`src/bus_defines.svh`:
```
`ifndef BUS_DEFINES_SVH
`define BUS_DEFINES_SVH

// ~~~~~~~~~~~~~~~~~~~~~~~~~~~~~~~~~~~~~~~~~~~~~~~~~~~~~~~~~~~~~~~~~~~~~~
// Bus widths.
// ~~~~~~~~~~~~~~~~~~~~~~~~~~~~~~~~~~~~~~~~~~~~~~~~~~~~~~~~~~~~~~~~~~~~~~

`define XLEN        64
`define ADDR_WIDTH  32
`define STRB_WIDTH  8

// ~~~~~~~~~~~~~~~~~~~~~~~~~~~~~~~~~~~~~~~~~~~~~~~~~~~~~~~~~~~~~~~~~~~~~~
// Address map. Top addresses are exclusive.
// ~~~~~~~~~~~~~~~~~~~~~~~~~~~~~~~~~~~~~~~~~~~~~~~~~~~~~~~~~~~~~~~~~~~~~~

// The tim region spans TIM_DEPTH words of 8 bytes.
`define TIM_DEPTH       256
`define TIM_BASE_ADDR   32'h8000_0000
`define TIM_TOP_ADDR    32'h8000_0800

`define UART_BASE_ADDR  32'h1000_0000
`define UART_TOP_ADDR   32'h1000_1000

`endif

```
`src/bus_pkg.sv`:
```
`include "bus_defines.svh"

package bus_pkg;

  // A request with all strobes clear is a read.
  typedef struct packed {
    logic                         valid;
    logic                         instr;
    logic [`ADDR_WIDTH-1 : 0]     addr;
    logic [`XLEN-1 : 0]           wdata;
    logic [`STRB_WIDTH-1 : 0]     wstrb;
  } mem_req_t;

  typedef struct packed {
    logic [`XLEN-1 : 0]           rdata;
    logic                         ready;
  } mem_rsp_t;

  typedef enum logic [1 : 0] {
    TGT_NONE,
    TGT_TIM,
    TGT_UART
  } target_t;

  typedef enum logic [1 : 0] {
    ARB_IDLE,
    ARB_INSTR,
    ARB_DATA
  } arb_state_t;

endpackage

```
`src/bus_decoder.sv`:
```
`timescale 1ns/10ps

`include "bus_defines.svh"

module bus_decoder
(
  input  bus_pkg::mem_req_t req,
  output bus_pkg::mem_rsp_t rsp,
  output bus_pkg::mem_req_t tim_req,
  input  bus_pkg::mem_rsp_t tim_rsp,
  output bus_pkg::mem_req_t uart_req,
  input  bus_pkg::mem_rsp_t uart_rsp
);

  bus_pkg::target_t target;

  logic [`ADDR_WIDTH-1 : 0] base_addr;
  logic [`ADDR_WIDTH-1 : 0] offset;

  // Region select. An address outside both regions selects nothing.
  always_comb begin
    target = bus_pkg::TGT_NONE;
    base_addr = '0;
    if (req.addr >= `TIM_BASE_ADDR && req.addr < `TIM_TOP_ADDR) begin
      target = bus_pkg::TGT_TIM;
      base_addr = `TIM_BASE_ADDR;
    end else if (req.addr >= `UART_BASE_ADDR && req.addr < `UART_TOP_ADDR) begin
      target = bus_pkg::TGT_UART;
      base_addr = `UART_BASE_ADDR;
    end
  end

  assign offset = req.addr - base_addr;

  always_comb begin
    tim_req = req;
    tim_req.addr = offset;
    tim_req.valid = req.valid && (target == bus_pkg::TGT_TIM);

    uart_req = req;
    uart_req.addr = offset;
    uart_req.valid = req.valid && (target == bus_pkg::TGT_UART);
  end

  // Only the target holding this master's request can show ready here.
  always_comb begin
    if (tim_rsp.ready) begin
      rsp = tim_rsp;
    end else if (uart_rsp.ready) begin
      rsp = uart_rsp;
    end else begin
      rsp = '0;
    end
  end

endmodule

```
`config.mk`:
```
export PLATFORM = sky130hd
export DESIGN_NAME = bus_decoder
export DESIGN_NICKNAME = d
export VERILOG_FILES = /design/src/bus_pkg.sv /design/src/bus_decoder.sv
export VERILOG_INCLUDE_DIRS = /design/src
export SDC_FILE = /design/constraint.sdc
export NUM_CORES = 1
export LEC_CHECK = 0
export BUFFER_PORTS_ARGS = -buffer_cell sky130_fd_sc_hd__buf_4
export CAP_MARGIN = 5
export CORE_AREA = 2 2 202 204
export DETAILED_ROUTE_END_ITERATION = 6
export DIE_AREA = 0 0 204 206
export SLEW_MARGIN = 20
export SYNTH_ARGS = -nofsm -noshare
export SYNTH_HDL_FRONTEND = slang
export SYNTH_SLANG_ARGS = --single-unit
```
`constraint.sdc`:
```
create_clock -name vclk -period 1.65
set_input_delay 0.165 -clock vclk [all_inputs]
set_output_delay 0.165 -clock vclk [all_outputs]
set_load 0.05 [all_outputs]
```
==> impl_results.md <==
- Outcome: finished, violations left
- Failing checks: setup timing
- Dpl ws: -0.659 ns
- Post-route ant nets: 0
- CP max FO: 2
- CP max stage cell: or4_4
- GP Congestion: between 0.7 and 0.8
- Multi-input logic area: 860 um2
- Int Pwr: approximately 600 uW
- Max Freq: 457 MHz
- Wire per inst: around 18 um
- Synth top area share: roughly two thirds
- Slew headroom: around three fifths
- Mapped Nets: 552
- Hold Crit Start: req[68]
- Commonest cells post-synth: buf_4, a22o_1, clkbuf_1, inv_1
- Syn Inst Count: around 310
- CP Launch Type: primary input
- Unrepaired setup endpoints after global routing: yes
- Min setup slack post-route: -0.536 ns
- Die Height: 206 um
- Critical Path Max Stage Delay: 0.44 ns
- Chip width: about 200 um
- Std cell rows: 74
- Most common cell in the netlist: buf_4
- DRC Markers: 0
- Total Routing Usage GR: 7.19%
- Logic pwr share: between 90% and 100%
- Mapped Area: roughly 0.0024 mm2
- Starting DRT DRC Count: 78
- Clock buffer count: 0
- Register area share after synthesis: 0%
- Final wirelength: about 16000 um
- Final Setup Violations: 10
- Sw Pwr: just over 900 uW
- Min-Delay Path Depth: 0
- Area contributors post-synth: buf_4, a22o_1, clkbuf_1
- CP bufs+invs: 2
- First-pass GRT wire length: 20700 um
- Yosys cell types: 22
- CP Class: in2out
- Total number of yosys warnings: 0
- Largest area contributor in the netlist: buf_4
- Port Buffer Count: between 200 and 300
- Largest net degree at the start of global routing: between 60 and 70
- Via/cell ratio: between 2 and 3
- Area added between synthesis and finish: 62.2%
- Core ar.: 0.0402 mm2
- Layout cells sized above 1: 79.9%
- DIE AREA: around 0.042 mm2
- Crit end category: primary output
- Leakage power: 1.75 nW
- CP most frequent cell: buf_8
- CP delay by family, top: simple AND/OR/NAND/NOR gates
- Top Ports: about 510
- Fin. max-slew vios: 0
- Setup tns final: -3.02 ns
- WHS Endpoint: tim_req[68]
- Initial antenna violation count: 8
- Sw Share: roughly three fifths
- Crit-path cells: buf_8 > nor4_4 > nand4_1 > nor4_2 > ha_2 > nand2_1 > or4_4 > nand3_4 > buf_8
- Slew @ Worst Pin: ~0.6 ns
- Drt first pass iters: 4
- Fillcell total: between 4000 and 5000
- HP Class: in2out
- Final Critical Period: between 2 and 2.5 ns
- Peak VDD IR: between 0.2 and 0.25 mV
- Storage cell area: 0 um2
- Final Hold Fails: 0
- DP Wirelength: around 15000 um
- Maxcap violations: 0
- Clock Power Share: 0%
- Critical Path AT: 2.02 ns
- Seq cells: 0
- Seq pwr share: 0%
- Diodes inserted: 0
- Number of global-route vias before repair: 2437
- Initial Util: between 5 and 6%
- Final Cycle Share: 133%
- Power Dens Cells: 399 mW/mm2
- Via count: about 2400
- Avg Inst Size Synth: ~7.5 um2
- Layout Nets: about 620
- Grt ovf: 0
- Worst EP required: around 1.5 ns
==> cells in the final DEF (no fill, tap or decap) <==
cell / instances
nor2_4: 1
buf_6: 7
nor4_2: 2
nand2b_1: 1
buf_8: 7
nor2_1: 2
ha_2: 1
ha_4: 1
buf_12: 1
nor4b_4: 1
or4_4: 1
mux2i_1: 1
or2_2: 1
inv_1: 3
nor4_4: 3
nand4_1: 1
buf_4: 274
a22o_1: 63
nor2b_4: 1
or2_4: 1
clkinvlp_4: 2
o311ai_0: 1
xor2_4: 1
o21ai_1: 1
nand3_4: 1
nand2_1: 4
==> layer usage <==
metal	up-vias	routed length, um	track usage (%)
met5	-	0	0
met4	0	742	2.64
met3	84	2040	2.70
met2	284	8500	14.1
met1	1042	5060	6.71
li1	1009	-	-
==> worst max path at each step <==
stage / from / endpoint / depth (start not counted)
after detailed placement: req[91] / tim_req[103] / 9
after global placement: req[91] / uart_req[103] / 9
after global routing: req[91] / tim_req[103] / 9
final: req[91] / tim_req[103] / 9
after floorplan: req[88] / uart_req[102] / 7
after CTS: req[91] / tim_req[103] / 9
==> layout make-up <==
class              instances  share of cell area [%]
inverters                  5                   0.689
well taps                532                    17.5
repair buffers           289                    59.3
multi-input cells         89                    22.5
==> metrics by stage <==
step	instances	hold WS, ns	instance area, um2	util, %	power (mW)
after floorplan	314	0.397	2470	-	1.99
after global placement	914	0.330	3700	9.21	1.50
after detailed placement	914	0.330	3700	9.21	1.50
after CTS	914	0.330	3790	9.44	1.53
after global routing	915	0.330	3810	9.49	1.58
final	915	0.330	3810	9.49	1.52
==> cells by family (layout without fill, tap and decap cells) <==
| family | count (synthesis) | count (layout) | synth area share, % |
|---|---|---|---|
| compound gates | 65 | 65 | 24.1 |
| xor+xnor | 1 | 1 | 0.373 |
| fa+ha+maj | 2 | 2 | 1.06 |
| buf+inv | 225 | 294 | 68.9 |
| mux | 1 | 1 | 0.426 |
| simple gates | 20 | 20 | 5.22 |
==> repair_timing <==
| action | CTS | global route |
|---|---|---|
| endpoints found under the setup margin | 10 | 10 |
| gates cloned | 0 | 0 |
| hold buffers | 0 | 0 |
| pin swaps | 1 | 2 |
| gates resized for setup | 23 | 3 |
| buffers inserted | 0 | 1 |
==> power by group through the flow <==
| stage | Clock, mW | Combinational (mW) | Sequential (mW) |
|---|---|---|---|
| 2_1_floorplan | 0 | 1.99 | 0 |
| 6_report | 0 | 1.52 | 0 |
| 5_1_grt | 0 | 1.58 | 0 |
| 3_3_place_gp | 0 | 1.50 | 0 |
| 4_1_cts | 0 | 1.53 | 0 |
| 3_5_place_dp | 0 | 1.50 | 0 |
Power figures use the tool's default switching activity.
