`src/bus_defines.svh`:
```
`ifndef BUS_DEFINES_SVH
`define BUS_DEFINES_SVH

// ~~~~~~~~~~~~~~~~~~~~~~~~~~~~~~~~~~~~~~~~~~~~~~~~~~~~~~~~~~~~~~~~~~~~~~
// Bus widths.
// ~~~~~~~~~~~~~~~~~~~~~~~~~~~~~~~~~~~~~~~~~~~~~~~~~~~~~~~~~~~~~~~~~~~~~~

`define XLEN        64
`define ADDR_WIDTH  32
`define STRB_WIDTH  8

// ~~~~~~~~~~~~~~~~~~~~~~~~~~~~~~~~~~~~~~~~~~~~~~~~~~~~~~~~~~~~~~~~~~~~~~
// Address map. Top addresses are exclusive.
// ~~~~~~~~~~~~~~~~~~~~~~~~~~~~~~~~~~~~~~~~~~~~~~~~~~~~~~~~~~~~~~~~~~~~~~

// The tim region spans TIM_DEPTH words of 8 bytes.
`define TIM_DEPTH       256
`define TIM_BASE_ADDR   32'h8000_0000
`define TIM_TOP_ADDR    32'h8000_0800

`define UART_BASE_ADDR  32'h1000_0000
`define UART_TOP_ADDR   32'h1000_1000

`endif

```
`src/bus_pkg.sv`:
```
`include "bus_defines.svh"

package bus_pkg;

  // A request with all strobes clear is a read.
  typedef struct packed {
    logic                         valid;
    logic                         instr;
    logic [`ADDR_WIDTH-1 : 0]     addr;
    logic [`XLEN-1 : 0]           wdata;
    logic [`STRB_WIDTH-1 : 0]     wstrb;
  } mem_req_t;

  typedef struct packed {
    logic [`XLEN-1 : 0]           rdata;
    logic                         ready;
  } mem_rsp_t;

  typedef enum logic [1 : 0] {
    TGT_NONE,
    TGT_TIM,
    TGT_UART
  } target_t;

  typedef enum logic [1 : 0] {
    ARB_IDLE,
    ARB_INSTR,
    ARB_DATA
  } arb_state_t;

endpackage

```
`src/bus_arbiter.sv`:
```
`timescale 1ns/10ps

module bus_arbiter
(
  input  logic              clock,
  input  logic              rst_n,
  input  bus_pkg::mem_req_t instr_req,
  input  bus_pkg::mem_req_t data_req,
  output bus_pkg::mem_rsp_t instr_rsp,
  output bus_pkg::mem_rsp_t data_rsp,
  output bus_pkg::mem_req_t target_req,
  input  bus_pkg::mem_rsp_t target_rsp
);

  bus_pkg::arb_state_t state;
  bus_pkg::arb_state_t grant;

  // ~~~~~~~~~~~~~~~~~~~~~~~~~~~~~~~~~~~~~~~~~~~~~~~~~~~~~~~~~~~~~~~~~~~~
  // Grant selection.
  // ~~~~~~~~~~~~~~~~~~~~~~~~~~~~~~~~~~~~~~~~~~~~~~~~~~~~~~~~~~~~~~~~~~~~

  // When idle the choice is made in the same cycle, data before
  // instruction. Once held, the grant stays until the target answers.
  always_comb begin
    grant = state;
    if (state == bus_pkg::ARB_IDLE) begin
      if (data_req.valid) begin
        grant = bus_pkg::ARB_DATA;
      end else if (instr_req.valid) begin
        grant = bus_pkg::ARB_INSTR;
      end
    end
  end

  always_ff @(posedge clock) begin
    if (!rst_n) begin
      state <= bus_pkg::ARB_IDLE;
    end else if (target_rsp.ready) begin
      state <= bus_pkg::ARB_IDLE;
    end else begin
      state <= grant;
    end
  end

  // ~~~~~~~~~~~~~~~~~~~~~~~~~~~~~~~~~~~~~~~~~~~~~~~~~~~~~~~~~~~~~~~~~~~~
  // Request and response steering.
  // ~~~~~~~~~~~~~~~~~~~~~~~~~~~~~~~~~~~~~~~~~~~~~~~~~~~~~~~~~~~~~~~~~~~~

  always_comb begin
    case (grant)
      bus_pkg::ARB_DATA: begin
        target_req = data_req;
      end
      bus_pkg::ARB_INSTR: begin
        target_req = instr_req;
      end
      default: begin
        target_req = '0;
      end
    endcase
  end

  // The losing master sees neither ready nor data.
  always_comb begin
    instr_rsp = '0;
    data_rsp = '0;
    if (grant == bus_pkg::ARB_DATA) begin
      data_rsp = target_rsp;
    end else if (grant == bus_pkg::ARB_INSTR) begin
      instr_rsp = target_rsp;
    end
  end

endmodule

```
`config.mk`:
```
export PLATFORM = sky130hd
export DESIGN_NAME = bus_arbiter
export DESIGN_NICKNAME = d
export VERILOG_FILES = /design/src/bus_pkg.sv /design/src/bus_arbiter.sv
export VERILOG_INCLUDE_DIRS = /design/src
export SDC_FILE = /design/constraint.sdc
export NUM_CORES = 1
export LEC_CHECK = 0
export BUFFER_PORTS_ARGS = -buffer_cell sky130_fd_sc_hd__buf_4
export CAP_MARGIN = 0
export CELL_PAD_IN_SITES_DETAIL_PLACEMENT = 0
export CELL_PAD_IN_SITES_GLOBAL_PLACEMENT = 2
export CORE_AREA = 2 2 201 203
export DETAILED_ROUTE_END_ITERATION = 16
export DIE_AREA = 0 0 203 205
export PLACE_DENSITY = 0.68
export RECOVER_POWER = 100
export SETUP_SLACK_MARGIN = 0.1
export SYNTH_ARGS = -nofsm -noshare
export SYNTH_HDL_FRONTEND = slang
export SYNTH_SLANG_ARGS = --single-unit
```
`constraint.sdc`:
```
create_clock -name clock -period 4.4 [get_ports clock]
set_clock_uncertainty 0.2 [all_clocks]
set_input_delay 0.88 -clock clock [delete_from_list [all_inputs] [get_ports clock]]
set_output_delay 0.88 -clock clock [all_outputs]
set_load 0.05 [all_outputs]
```
==> reports/qor.yml <==
hold_viol_final: 0
worstHoldEndpoint: "state[1]"
final_cell_mix: "333 x buf_4, 124 x clkbuf_1, 110 x and2_1"
htreeDepth: 1
synth.net_count: 689
routed_wl_um: 21000
routedWlPerCell_um: 14.9
min_period_ns: 4.12
r2r_slack_ns: 3.21
grt_max_degree: 91
max_freq_mhz: 243
first_pass_iters: 4
vias: 4806
synth_area_mm2: 0.00243
antenna_found_initial: 1
largest_register_ff_count: 2
drive_gt1_share_pct: 45.8
grt_usage_pct: 8.83
crit_path_start_kind: "input pin"
cts_hold_buf: 0
synth-warning-count: 0
viasPerCell: 3.42
syn_avg_cell_area_um2: 5.96
worst_pin_slew_ns: 0.798
ant_nets: 0
cts_setup_buffers: 0
post_dp_cell_area_mm2: 0.00681
syn_to_final_growth_pct: 157
critPathMaxFanout: 74
nFillCells: 4645
timing.slew.headroom_pct: 47.1
report.final.slew_viol_count: 0
cts_tree: "built"
die_w_um: 203
max-vdd-ir-drop_mv: 0.147
rsz0062_at_grt: "no"
post_cts_resized: 0
yosysSeqAreaShare_pct: 1.65
insertion_delay_ns: 0.22
numPortBuffers: 514
status: "finished clean"
setup_violations: 0
yosys-top-cells-area: "and2_1 34%, a22oi_1 32%, nor2_1 16%"
yosys.area.top_type: "and2_1"
syn_inst: 408
max_cap_violations: 0
rr_worst_depth: 2
timing.rr.start: "state[1]"
cts_buffer_depth: 2
synth_top_area_share_pct: 33.7
largest_register: "state"
cts.sinks: 2
p_per_area_mw_per_mm2: 219
core_mm2: 0.0394
first_iter_violations: 217
final_nets: 1165
cp.required_ns: 3.32
setup.worst_path.class: "input pin to primary output"
clockRootBuffer: "clkbuf_16"
holdPathStages: 2
power.leakage_nw: 2.93
dp.final_hpwl_um: 17700
layout_commonest_cell: "buf_4"
die_h_um: 205
die_area_mm2: 0.0416
min_from: "state[1]"
antenna_cells: 0
critPathCaptureType: "primary output"
holdCritPathClass: "flop to flop"
grt-ovfl-total: 0
cp.arrival_ns: 3.04
gp_congestion: 0.754
initial_utilization_pct: 6.18
timing.rr.end: "state[0]"
clk_pin_slew_ns: 0.03
top_regs: "state: 2 flops"
ioPinCount: 515
cts-buffers-inserted: 3
num_rows: 73
fin_crit_sh_pct: 93.6
setup_tns_ns: 0
grt_pass1_vias: 4576
drc: 0
synth-seq-cells: 2
grt_pass1_wl_um: 28400
finalInstanceArea_mm2: 0.00626
yosysUniqueCellTypes: 17
how the worst max path moves through the flow:
stage,start,end,slack [ns],depth (start not counted)
floorplan,data_req[105],target_req[62],0.35,7
finish,data_req[105],target_req[81],0.28,8
detailed placement,data_req[105],target_req[95],0.47,8
global placement,data_req[105],target_req[95],0.46,8
global route,data_req[105],instr_rsp[55],0.20,8
CTS,data_req[105],target_req[95],0.46,8
cell families after synthesis:
family | count (synthesis) | share of synthesized area, %
simple gates | 243 | 51.8
fa+ha+maj | 2 | 1.03
buf+inv | 52 | 12.3
flops | 2 | 1.65
compound gates | 109 | 33.2
final cells by class:
cell class / count / area, um^2 / area share [%]
inverters: 2 / 7.51 / 0.120
clock buffers: 3 / 75.1 / 1.20
well taps: 525 / 657 / 10.5
repair buffers: 521 / 3360 / 53.7
flip-flops and latches: 2 / 40.0 / 0.639
multi-input cells: 354 / 2120 / 33.8
synth_stat cells:
cell        n
nor2b_4     1
buf_2      24
nor2_1    105
nand2b_1    2
or3b_2      1
buf_4       4
clkbuf_1    7
inv_1       2
clkbuf_2    6
and2_1    131
buf_1       2
a21oi_1     4
nand2_1     3
ha_1        2
a22oi_1   105
dfxtp_1     2
buf_6       7
metal layers:
metal  vias up  track usage [%]  part of all wire [%]
li1       2337                -                     -
met1      2159             11.1                    40
met2       298             16.2                    51
met3        12             1.37                   8.2
met4         0             1.25                   1.0
met5         -                0                     0
stage by stage:
stage / instances / util (%) / setup WS (ns) / total power (W) / hold slack, ns
after floorplan: 408 / - / 0.346 / 0.000822 / 0.252
after global placement: 1404 / 17.3 / 0.456 / 0.00135 / 0.275
after detailed placement: 1404 / 17.3 / 0.475 / 0.00134 / 0.285
after CTS: 1407 / 17.5 / 0.463 / 0.00149 / 0.289
after global routing: 1407 / 15.9 / 0.197 / 0.00145 / 0.336
final: 1407 / 15.9 / 0.283 / 0.00137 / 0.288
power breakdown:
| group | leakage (nW) | total, W | switching [W] | internal, W |
|---|---|---|---|---|
| clock network | 0.0370 | 0.000140 | 0.0000239 | 0.000116 |
| logic | 2.87 | 0.00121 | 0.000849 | 0.000363 |
| registers | 0.0164 | 0.0000195 | 0.000000415 | 0.0000191 |
| total | 2.93 | 0.00137 | 0.000873 | 0.000498 |
critical path, cell delays in order:
cell,delay (ns)
clkbuf_1,0.09
or3b_2,0.49
nand2_1,0.13
ha_4,0.25
buf_12,0.30
a22oi_1,0.15
nor2_1,0.15
clkbuf_1,0.49
(Power assumes the default switching activity.)
